**src/quplsPkg.sv**
```systemverilog
package quplsPkg;

	// ====================
	// Field widths
	// ====================

	// Opcode and function fields share one width
	localparam int OpcodeWidth = 7;
	// Each register specifier field in the instruction is six bits
	localparam int RegFieldWidth = 6;
	// Architectural register numbers carry regx above the six bit field
	localparam int AregWidth = RegFieldWidth + 1;

	// The MCB link flag sits in the top bit of the Rt field
	localparam int LkBit = 12;
	// Floating point targets only use the low five bits of the Rt field
	localparam int FltRtMsb = 11;
	localparam int FltRtLsb = 7;

	// ====================
	// Instruction word
	// ====================

	// Fields are declared from the most significant end down to the opcode
	typedef struct packed {
		logic [OpcodeWidth-1:0] func;
		logic [RegFieldWidth-1:0] rb;
		logic [RegFieldWidth-1:0] ra;
		logic [RegFieldWidth-1:0] rt;
		logic [OpcodeWidth-1:0] opcode;
	} instruction_t;

	// Reduced opcode subset, any value not listed is treated as undefined
	typedef enum logic [OpcodeWidth-1:0] {
		OP_R2 = 7'h02,
		OP_ADDI = 7'h04,
		OP_CSR = 7'h07,
		OP_ANDI = 7'h08,
		OP_ORI = 7'h09,
		OP_FLT2 = 7'h0C,
		OP_FLT3 = 7'h0D,
		OP_SHIFT = 7'h0E,
		OP_MOV = 7'h0F,
		OP_MCB = 7'h1C,
		OP_BSR = 7'h20,
		OP_JSR = 7'h21,
		OP_RTD = 7'h22,
		OP_DBRA = 7'h23,
		OP_LDB = 7'h40,
		OP_LDO = 7'h46,
		OP_STO = 7'h53
	} opcode_e;

	// Register to register functions that write a target
	typedef enum logic [OpcodeWidth-1:0] {
		FN_ADD = 7'h04,
		FN_SUB = 7'h05,
		FN_CMP = 7'h06,
		FN_AND = 7'h08,
		FN_OR = 7'h09,
		FN_EOR = 7'h0A,
		FN_MUL = 7'h0C,
		FN_SLT = 7'h13
	} func_e;

	typedef logic [AregWidth-1:0] aregno_t;

	// Implicit targets of the branch and loop instructions
	localparam aregno_t LinkReg = 7'd59;
	localparam aregno_t ReturnReg = 7'd63;
	localparam aregno_t LoopReg = 7'd55;

endpackage

```
**src/quplsApbPkg.sv**
```systemverilog
package quplsApbPkg;

	// ====================
	// Bus geometry
	// ====================

	localparam int ApbAddrWidth = 4;
	localparam int ApbDataWidth = 32;

	// Word aligned register map of the decode unit
	typedef enum logic [ApbAddrWidth-1:0] {
		RegCtrl = 4'h0,
		RegInstr = 4'h4,
		RegResult = 4'h8,
		RegStatus = 4'hC
	} apbReg_e;

	// ====================
	// Result word layout
	// ====================

	// Each register number field is seven bits wide and byte aligned
	localparam int ResRtLsb = 0;
	localparam int ResRaLsb = 8;
	localparam int ResRbLsb = 16;
	localparam int ResDepABit = 24;
	localparam int ResDepBBit = 25;

	// STATUS reports the queue count in its low nibble
	localparam int StatusCountWidth = 4;

endpackage

```
**src/quplsDecodeRt.sv**
```systemverilog
`timescale 1ns/1ps

module quplsDecodeRt (
	input quplsPkg::instruction_t instr,
	input logic regx,
	output quplsPkg::aregno_t Rt
);
	import quplsPkg::*;

	// Purely combinational, the decode stage registers the result
	always_comb
	begin
		case (opcode_e'(instr.opcode))
			// Only the listed R2 functions write a register
			OP_R2:
				case (func_e'(instr.func))
					FN_ADD, FN_SUB, FN_CMP, FN_MUL,
					FN_AND, FN_OR, FN_EOR, FN_SLT:
						Rt = {regx, instr.rt};
					default:
						Rt = '0;
				endcase
			// Float targets drop the top field bit and force a zero in its place
			OP_FLT2, OP_FLT3:
				Rt = {regx, 1'b0, instr[FltRtMsb:FltRtLsb]};
			// MCB writes the link register only when the link bit is set
			OP_MCB:
				Rt = instr[LkBit] ? LinkReg : '0;
			OP_RTD:
				Rt = ReturnReg;
			OP_DBRA:
				Rt = LoopReg;
			// Branch to subroutine and jump keep their return address in Rt
			OP_BSR, OP_JSR:
				Rt = {regx, instr.rt};
			// Immediate forms
			OP_ADDI, OP_ANDI, OP_ORI:
				Rt = {regx, instr.rt};
			OP_CSR, OP_MOV, OP_SHIFT:
				Rt = {regx, instr.rt};
			// Loads write the destination named in Rt
			OP_LDB, OP_LDO:
				Rt = {regx, instr.rt};
			// Stores have no target; undefined opcodes also fall here
			default:
				Rt = '0;
		endcase
	end

endmodule

```
**src/quplsDecodeStage.sv**
```systemverilog
`timescale 1ns/1ps

module quplsDecodeStage (
	input logic clk,
	input logic reset,
	input logic launch,
	input quplsPkg::instruction_t instr,
	input logic regx,
	output logic decValid,
	output quplsPkg::aregno_t decRt,
	output quplsPkg::aregno_t decRa,
	output quplsPkg::aregno_t decRb
);
	import quplsPkg::*;

	aregno_t rtNext;
	aregno_t raNext;
	aregno_t rbNext;

	// Target register rule lives in its own block
	quplsDecodeRt decodeRt (
		.instr(instr),
		.regx(regx),
		.Rt(rtNext)
	);

	// Source registers, a zero means the operand is not a register
	always_comb
	begin
		case (opcode_e'(instr.opcode))
			OP_R2, OP_ADDI, OP_ANDI, OP_ORI, OP_SHIFT,
			OP_MOV, OP_LDB, OP_LDO, OP_STO:
				raNext = {regx, instr.ra};
			default:
				raNext = '0;
		endcase
		// Rb is the second operand of R2 and the store data of STO
		case (opcode_e'(instr.opcode))
			OP_R2, OP_STO:
				rbNext = {regx, instr.rb};
			default:
				rbNext = '0;
		endcase
	end

	// One cycle of latency, valid follows launch
	always_ff @(posedge clk)
	begin
		if (reset)
			decValid <= 1'b0;
		else
			decValid <= launch;
	end

	// Register numbers only load on a launch
	always_ff @(posedge clk)
	begin
		if (launch)
		begin
			decRt <= rtNext;
			decRa <= raNext;
			decRb <= rbNext;
		end
	end

endmodule

```
**src/quplsDependStage.sv**
```systemverilog
`timescale 1ns/1ps

module quplsDependStage #(
	parameter int HistDepth = 2
) (
	input logic clk,
	input logic reset,
	input logic decValid,
	input quplsPkg::aregno_t decRt,
	input quplsPkg::aregno_t decRa,
	input quplsPkg::aregno_t decRb,
	output logic resValid,
	output logic [quplsApbPkg::ApbDataWidth-1:0] resWord
);
	import quplsPkg::*;
	import quplsApbPkg::*;

	// Entry 0 holds the most recent target
	aregno_t hist [HistDepth];
	logic hitA;
	logic hitB;
	logic [ApbDataWidth-1:0] resNext;

	// Compare both sources against every history entry
	always_comb
	begin
		hitA = 1'b0;
		hitB = 1'b0;
		for (int i = 0; i < HistDepth; i++)
		begin
			if (hist[i] == decRa)
				hitA = 1'b1;
			if (hist[i] == decRb)
				hitB = 1'b1;
		end
		// Register 0 never creates a dependency
		resNext = '0;
		resNext[ResRtLsb +: AregWidth] = decRt;
		resNext[ResRaLsb +: AregWidth] = decRa;
		resNext[ResRbLsb +: AregWidth] = decRb;
		resNext[ResDepABit] = hitA && (decRa != '0);
		resNext[ResDepBBit] = hitB && (decRb != '0);
	end

	always_ff @(posedge clk)
	begin
		if (reset)
		begin
			resValid <= 1'b0;
			for (int i = 0; i < HistDepth; i++)
				hist[i] <= '0;
		end
		else
		begin
			resValid <= decValid;
			// The current target joins the history after it has been checked
			if (decValid)
			begin
				hist[0] <= decRt;
				for (int i = 1; i < HistDepth; i++)
					hist[i] <= hist[i-1];
			end
		end
	end

	always_ff @(posedge clk)
	begin
		if (decValid)
			resWord <= resNext;
	end

endmodule

```
**src/quplsResultQueue.sv**
```systemverilog
`timescale 1ns/1ps

module quplsResultQueue #(
	parameter int QueueDepth = 4
) (
	input logic clk,
	input logic reset,
	input logic push,
	input logic [quplsApbPkg::ApbDataWidth-1:0] pushWord,
	input logic pop,
	output logic [quplsApbPkg::ApbDataWidth-1:0] head,
	output logic [$clog2(QueueDepth+1)-1:0] count
);
	import quplsApbPkg::*;

	// A single entry queue still needs a one bit pointer
	localparam int PtrWidth = (QueueDepth > 1) ? $clog2(QueueDepth) : 1;
	localparam int CountWidth = $clog2(QueueDepth + 1);

	logic [ApbDataWidth-1:0] mem [QueueDepth];
	logic [PtrWidth-1:0] wrPtr;
	logic [PtrWidth-1:0] rdPtr;
	logic doPush;
	logic doPop;

	// Pointers wrap at the depth, which need not be a power of two
	function automatic logic [PtrWidth-1:0] nextPtr(input logic [PtrWidth-1:0] ptr);
		nextPtr = (ptr == PtrWidth'(QueueDepth - 1)) ? '0 : ptr + 1'b1;
	endfunction

	// A full queue still accepts a push when the head leaves in the same cycle
	assign doPop = pop && (count != '0);
	assign doPush = push && ((count != CountWidth'(QueueDepth)) || doPop);
	assign head = mem[rdPtr];

	always_ff @(posedge clk)
	begin
		if (reset)
		begin
			wrPtr <= '0;
			rdPtr <= '0;
			count <= '0;
		end
		else
		begin
			if (doPush)
				wrPtr <= nextPtr(wrPtr);
			if (doPop)
				rdPtr <= nextPtr(rdPtr);
			if (doPush && !doPop)
				count <= count + 1'b1;
			else if (doPop && !doPush)
				count <= count - 1'b1;
		end
	end

	always_ff @(posedge clk)
	begin
		if (doPush)
			mem[wrPtr] <= pushWord;
	end

endmodule

```
**src/quplsApbSlave.sv**
```systemverilog
`timescale 1ns/1ps

module quplsApbSlave #(
	parameter int QueueDepth = 4
) (
	input logic clk,
	input logic reset,
	input logic [quplsApbPkg::ApbAddrWidth-1:0] paddr,
	input logic psel,
	input logic penable,
	input logic pwrite,
	input logic [quplsApbPkg::ApbDataWidth-1:0] pwdata,
	output logic [quplsApbPkg::ApbDataWidth-1:0] prdata,
	output logic pready,
	output logic pslverr,
	output logic launch,
	output quplsPkg::instruction_t instr,
	output logic regx,
	output logic pop,
	input logic [quplsApbPkg::ApbDataWidth-1:0] head,
	input logic [$clog2(QueueDepth+1)-1:0] count
);
	import quplsApbPkg::*;

	localparam int CountWidth = $clog2(QueueDepth + 1);

	// One credit per free queue slot, including results still in the stages
	logic [CountWidth-1:0] credits;
	logic accessPhase;
	logic xferDone;
	logic instrWrite;
	logic ctrlWrite;
	logic accessErr;

	// ====================
	// Transfer decode
	// ====================

	assign accessPhase = psel && penable;
	assign xferDone = accessPhase && pready;
	assign instrWrite = pwrite && (paddr == RegInstr);
	assign ctrlWrite = pwrite && (paddr == RegCtrl);
	// The head leaves the queue on the edge that completes a good RESULT read
	assign pop = xferDone && !pwrite && (paddr == RegResult) && (count != '0);
	assign pslverr = xferDone && accessErr;

	// Read data and error flag follow the address of the current access
	always_comb
	begin
		prdata = '0;
		accessErr = 1'b0;
		case (apbReg_e'(paddr))
			RegCtrl:
				prdata[0] = !pwrite && regx;
			RegInstr:
				if (!pwrite)
					prdata = instr;
			RegResult:
				if (pwrite || (count == '0))
					accessErr = 1'b1;
				else
					prdata = head;
			RegStatus:
				if (pwrite)
					accessErr = 1'b1;
				else
					prdata[StatusCountWidth-1:0] = StatusCountWidth'(count);
			default:
				accessErr = 1'b1;
		endcase
	end

	// ====================
	// Control registers
	// ====================

	always_ff @(posedge clk)
	begin
		if (reset)
		begin
			pready <= 1'b0;
			launch <= 1'b0;
			regx <= 1'b0;
			credits <= CountWidth'(QueueDepth);
		end
		else
		begin
			launch <= xferDone && instrWrite;
			// Raised from setup so reads finish in the first access cycle
			// INSTR writes wait here until a credit is free
			if (xferDone)
				pready <= 1'b0;
			else if (psel && !pready && (!instrWrite || (credits != '0)))
				pready <= 1'b1;
			if (xferDone && ctrlWrite)
				regx <= pwdata[0];
			if (xferDone && instrWrite && !pop)
				credits <= credits - 1'b1;
			else if (pop && !(xferDone && instrWrite))
				credits <= credits + 1'b1;
		end
	end

	// Instruction payload for the decode stage, held until the next write
	always_ff @(posedge clk)
	begin
		if (xferDone && instrWrite)
			instr <= pwdata;
	end

endmodule

```
**src/quplsDecodeUnit.sv**
```systemverilog
`timescale 1ns/1ps

module quplsDecodeUnit #(
	parameter int QueueDepth = 4,
	parameter int HistDepth = 2
) (
	input logic clk,
	input logic reset,
	input logic [quplsApbPkg::ApbAddrWidth-1:0] paddr,
	input logic psel,
	input logic penable,
	input logic pwrite,
	input logic [quplsApbPkg::ApbDataWidth-1:0] pwdata,
	output logic [quplsApbPkg::ApbDataWidth-1:0] prdata,
	output logic pready,
	output logic pslverr
);
	import quplsPkg::*;
	import quplsApbPkg::*;

	localparam int CountWidth = $clog2(QueueDepth + 1);

	// Slave to decode stage
	logic launch;
	instruction_t instr;
	logic regx;
	// Decode stage to dependency stage
	logic decValid;
	aregno_t decRt;
	aregno_t decRa;
	aregno_t decRb;
	// Dependency stage to queue, and queue back to the slave
	logic resValid;
	logic [ApbDataWidth-1:0] resWord;
	logic [ApbDataWidth-1:0] head;
	logic [CountWidth-1:0] count;
	logic pop;

	quplsApbSlave #(
		.QueueDepth(QueueDepth)
	) apbSlave (
		.clk(clk),
		.reset(reset),
		.paddr(paddr),
		.psel(psel),
		.penable(penable),
		.pwrite(pwrite),
		.pwdata(pwdata),
		.prdata(prdata),
		.pready(pready),
		.pslverr(pslverr),
		.launch(launch),
		.instr(instr),
		.regx(regx),
		.pop(pop),
		.head(head),
		.count(count)
	);

	quplsDecodeStage decodeStage (
		.clk(clk),
		.reset(reset),
		.launch(launch),
		.instr(instr),
		.regx(regx),
		.decValid(decValid),
		.decRt(decRt),
		.decRa(decRa),
		.decRb(decRb)
	);

	quplsDependStage #(
		.HistDepth(HistDepth)
	) dependStage (
		.clk(clk),
		.reset(reset),
		.decValid(decValid),
		.decRt(decRt),
		.decRa(decRa),
		.decRb(decRb),
		.resValid(resValid),
		.resWord(resWord)
	);

	quplsResultQueue #(
		.QueueDepth(QueueDepth)
	) resultQueue (
		.clk(clk),
		.reset(reset),
		.push(resValid),
		.pushWord(resWord),
		.pop(pop),
		.head(head),
		.count(count)
	);

endmodule

```
**config.mk**
```make
export PLATFORM = sky130hd
export DESIGN_NAME = quplsDecodeUnit
export DESIGN_NICKNAME = d
export VERILOG_FILES = /design/src/quplsPkg.sv /design/src/quplsApbPkg.sv /design/src/quplsDecodeRt.sv /design/src/quplsDecodeStage.sv /design/src/quplsDependStage.sv /design/src/quplsResultQueue.sv /design/src/quplsApbSlave.sv /design/src/quplsDecodeUnit.sv
export SDC_FILE = /design/constraint.sdc
export NUM_CORES = 1
export LEC_CHECK = 0
export ABC_AREA = 1
export BUFFER_PORTS_ARGS = -buffer_cell sky130_fd_sc_hd__clkbuf_2
export CELL_PAD_IN_SITES_DETAIL_PLACEMENT = 0
export CELL_PAD_IN_SITES_GLOBAL_PLACEMENT = 1
export CORE_UTILIZATION = 45
export DETAILED_ROUTE_END_ITERATION = 6
export GPL_TIMING_DRIVEN = 0
export HOLD_SLACK_MARGIN = 0.02
export PLACE_DENSITY_LB_ADDON = 0.1
export SYNTH_ARGS = -nofsm -noshare
export SYNTH_HDL_FRONTEND = slang
export SYNTH_SLANG_ARGS = --single-unit
```
**constraint.sdc**
```tcl
create_clock -name clk -period 5.1 [get_ports clk]
set_input_delay 0.255 -clock clk [delete_from_list [all_inputs] [get_ports clk]]
set_output_delay 0.255 -clock clk [all_outputs]
set_load 0.02 [all_outputs]
```
==> results.md <==
* RSZ-0062 raised after global routing: false
* Die span in y at 138 µm
* Largest net degree at the start of global routing at 34
* Static Leakage at 3.77 nW
* Min-Delay Path Class: input pin to flip-flop
* Fin. max-slew vios at 0
* Fin crit share at 58.1%
* Mean Syn Cell Area at 11.6 µm²
* CP Class: flip-flop to flip-flop
* Max-slew headroom at 33.4%
* Min Tclk post-route at 2.96 ns
* Global-route wire length before repair at 28600 µm
* Reg clk slew, reported paths at 0.07 ns
* CP bufs+invs at 2
* # DRC at 0
* CTS tree: yes
* Clock sink count at 199
* CTS resizes at 0
* Layout area overhead at 19.7%
* CP startpoint kind: flip-flop
* # setup viols final at 0
* Critical Path Max Stage Delay at 0.72 ns
* Slowest cell on crit path: nor2_4
* Die ar. at 19000 µm²
* Fin Hold WS at 0.131 ns
* # port buffers at 73
* Power density over the cells at 319 nW/µm²
* Switching share of power at 20.0%
* Data required, critical path at 5.42 ns
* Gate power share at 2.3%
* Post-synth cell types at 31
* Final worst slack at 2.14 ns
* H-Tree Depth at 4
* Layout cells sized above 1 at 16.4%
* Vias per cell at 5.12
* CP top delay family: simple AND/OR/NAND/NOR gates
* Number of synthesized register bits at 199
* Die W at 138 µm
* Vias in the first global route at 5280
* Num CTS Buffers at 17
* Skew final at 0.00909 ns
* Seq/Total Area, Yosys at 70.1%
* Clock root cell: clkbuf_16
* Yosys warns at 0
* Setup_tns at 0 ns
* Clock share of power at 41.8%
* Crit. End Element: flip-flop
* Deepest clock path buffer count at 2
* WL final at 18800 µm
* Starting density of the core at 46.0%
* Outcome: complete, no violations
* Routed Antenna Nets at 0
* Psw at 0.000633 W
* Synth Net Count at 763
* Gr ovfl total at 0
* Fill cell count at 1554
* Nets@finish at 890
* Cts hold-fix bufs at 32
* Max IR drop VDD at 0.000240 V
* Core Box Area at 18000 µm²
* Hpwl dp at 13600 µm
* GR Util All Layers at 21.2%
* Worst path cell trace: nand3_1 -> inv_1 -> nand3_1 -> nor2_4 -> ha_1 -> inv_1 -> fa_1 -> a21oi_1 -> o21ai_0 -> a21oi_1 -> o21ai_0
* Seq pwr share at 55.9%
* 1st-iter DRT viols at 489
* Routed vias at 5539
* Final Hold Viols at 0
* Max-cap violations at 0
* Crit Path Max Fanout at 33
* Post-CTS Setup Repair Bufs at 0
* Place WS at 2.13 ns
* DR WL/cell at 17.4 µm
* Slew @ Worst Pin at 0.998 ns
* IO Count at 75
* # diodes at 0
* Initial antenna violation count at 0
* CP arrival at 3.28 ns
* Int Power at 0.00253 W
* Worst skew pair latency at 0.44 ns
* Maximum clock frequency at 0.338 GHz
* Cells after synthesis at 713
* Final GP Congestion at 0.817
* Mapped Area at 8280 µm²
* Row Count at 49
* Drt first pass iters at 5
[layout make-up]
type / instances / area (µm²) / area share [%]
buffer: 18 / 76.3 / 0.770
clock buffer: 19 / 433 / 4.37
clock inverter: 13 / 145 / 1.46
inverter: 70 / 263 / 2.65
multi-input combinational: 426 / 2160 / 21.8
sequential: 199 / 5810 / 58.6
tap: 229 / 287 / 2.89
timing repair buffer: 108 / 743 / 7.50
[routing by layer]
metal	vias to the layer above	share of wire, %	wire length, µm	GRT usage (%)
met3	24	4.7	894	4.34
met1	2619	46	8650	28.7
met4	0	1.9	352	7.51
met5	-	0	0	0
li1	2715	-	-	-
met2	181	48	8950	33.9
[power groups by stage]
| stage | registers, W | logic, W | clock network, W |
|---|---|---|---|
| after floorplan | 0.00180 | 0.0000257 | 0 |
| after global placement | 0.00180 | 0.0000507 | 0 |
| after detailed placement | 0.00180 | 0.0000523 | 0 |
| after CTS | 0.00177 | 0.0000714 | 0.00133 |
| after global routing | 0.00177 | 0.0000784 | 0.00140 |
| final | 0.00177 | 0.0000716 | 0.00132 |
[synth_stat cells (all sizes together)]
cell | count | area (µm²)
a31oi | 2 | 12.5
o211ai | 1 | 7.51
nor3 | 8 | 40.0
nand2 | 93 | 377
a22o | 2 | 17.5
nor4 | 2 | 12.5
clkbuf | 10 | 37.5
nand4 | 7 | 43.8
or2 | 2 | 12.5
nand3b | 1 | 7.51
o21a | 1 | 7.51
o22ai | 23 | 144
xnor2 | 16 | 140
a21oi | 16 | 80.1
nand3 | 22 | 110
inv | 70 | 263
ha | 7 | 87.6
o21ai | 73 | 365
xor2 | 10 | 87.6
buf | 8 | 38.8
nor2 | 138 | 546
fa | 2 | 40.0
edfxtp | 182 | 5470
dfxtp | 17 | 340
[kinds of logic (layout without fill, tap and decap cells)]
kind of cell / Yosys count / count (layout) / share of synthesized area (%)
buffers and inverters: 88 / 228 / 4.09
adder cells (fa/ha/maj): 9 / 9 / 1.54
flip-flops: 199 / 199 / 70.1
AO/OA/AOI/OAI: 118 / 118 / 7.66
AND/OR/NAND/NOR: 273 / 273 / 13.9
XOR/XNOR: 26 / 26 / 2.75
[state kept, by name (all words and copies together) (netlist names), named ones only]
signal / flops
decodeStage.decValid: 1
dependStage.hist: 14
apbSlave.instr: 32
apbSlave.launch: 1
resultQueue.count: 3
dependStage.resWord: 23
decodeStage.decRa: 7
dependStage.resValid: 1
apbSlave.pready: 1
resultQueue.rdPtr: 2
apbSlave.regx: 1
decodeStage.decRb: 7
resultQueue.wrPtr: 2
decodeStage.decRt: 7
apbSlave.credits: 3
resultQueue.mem: 92
[stage by stage]
stage	utilization [%]	area, µm²	total power (W)	std cells
5_1_grt	55.0	9910	0.00325	1082
4_1_cts	55.0	9910	0.00317	1082
6_report	55.0	9910	0.00316	1082
3_5_place_dp	50.0	9010	0.00186	1018
2_1_floorplan	-	8280	0.00183	713
3_3_place_gp	49.6	8930	0.00186	1015
[placed cells by master (no fill, tap or decap), types with 3 or more instances in the layout]
master / count
nor2_4: 4
xnor2_1: 16
nand4_1: 7
nor3_1: 8
buf_2: 7
inv_1: 61
xor2_1: 10
nand3_1: 22
clkinv_4: 3
nand2_1: 86
dfxtp_1: 17
o22ai_1: 23
clkbuf_2: 73
dlygate4sd3_1: 32
a21oi_1: 16
edfxtp_1: 182
ha_1: 7
clkbuf_1: 12
clkbuf_16: 17
nand2_2: 5
o21ai_1: 9
nor2_1: 126
clkinv_1: 3
o21ai_0: 64
inv_2: 9
nor2_2: 8
[path summary, 6_finish.rpt]
| kind | slack [ns] | endpoint | cells after the start | from |
|---|---|---|---|---|
| worst min register to register | 0.48 | dependStage.resWord[5] | 0 | decodeStage.decRt[5] |
| worst min-delay path | 0.13 | decodeStage.decValid | 2 | reset |
| worst max-delay path | 2.14 | apbSlave.credits[2] | 11 | apbSlave.pready |
| worst max register to register | 2.14 | apbSlave.credits[2] | 11 | apbSlave.pready |
(Power assumes the default switching activity.)
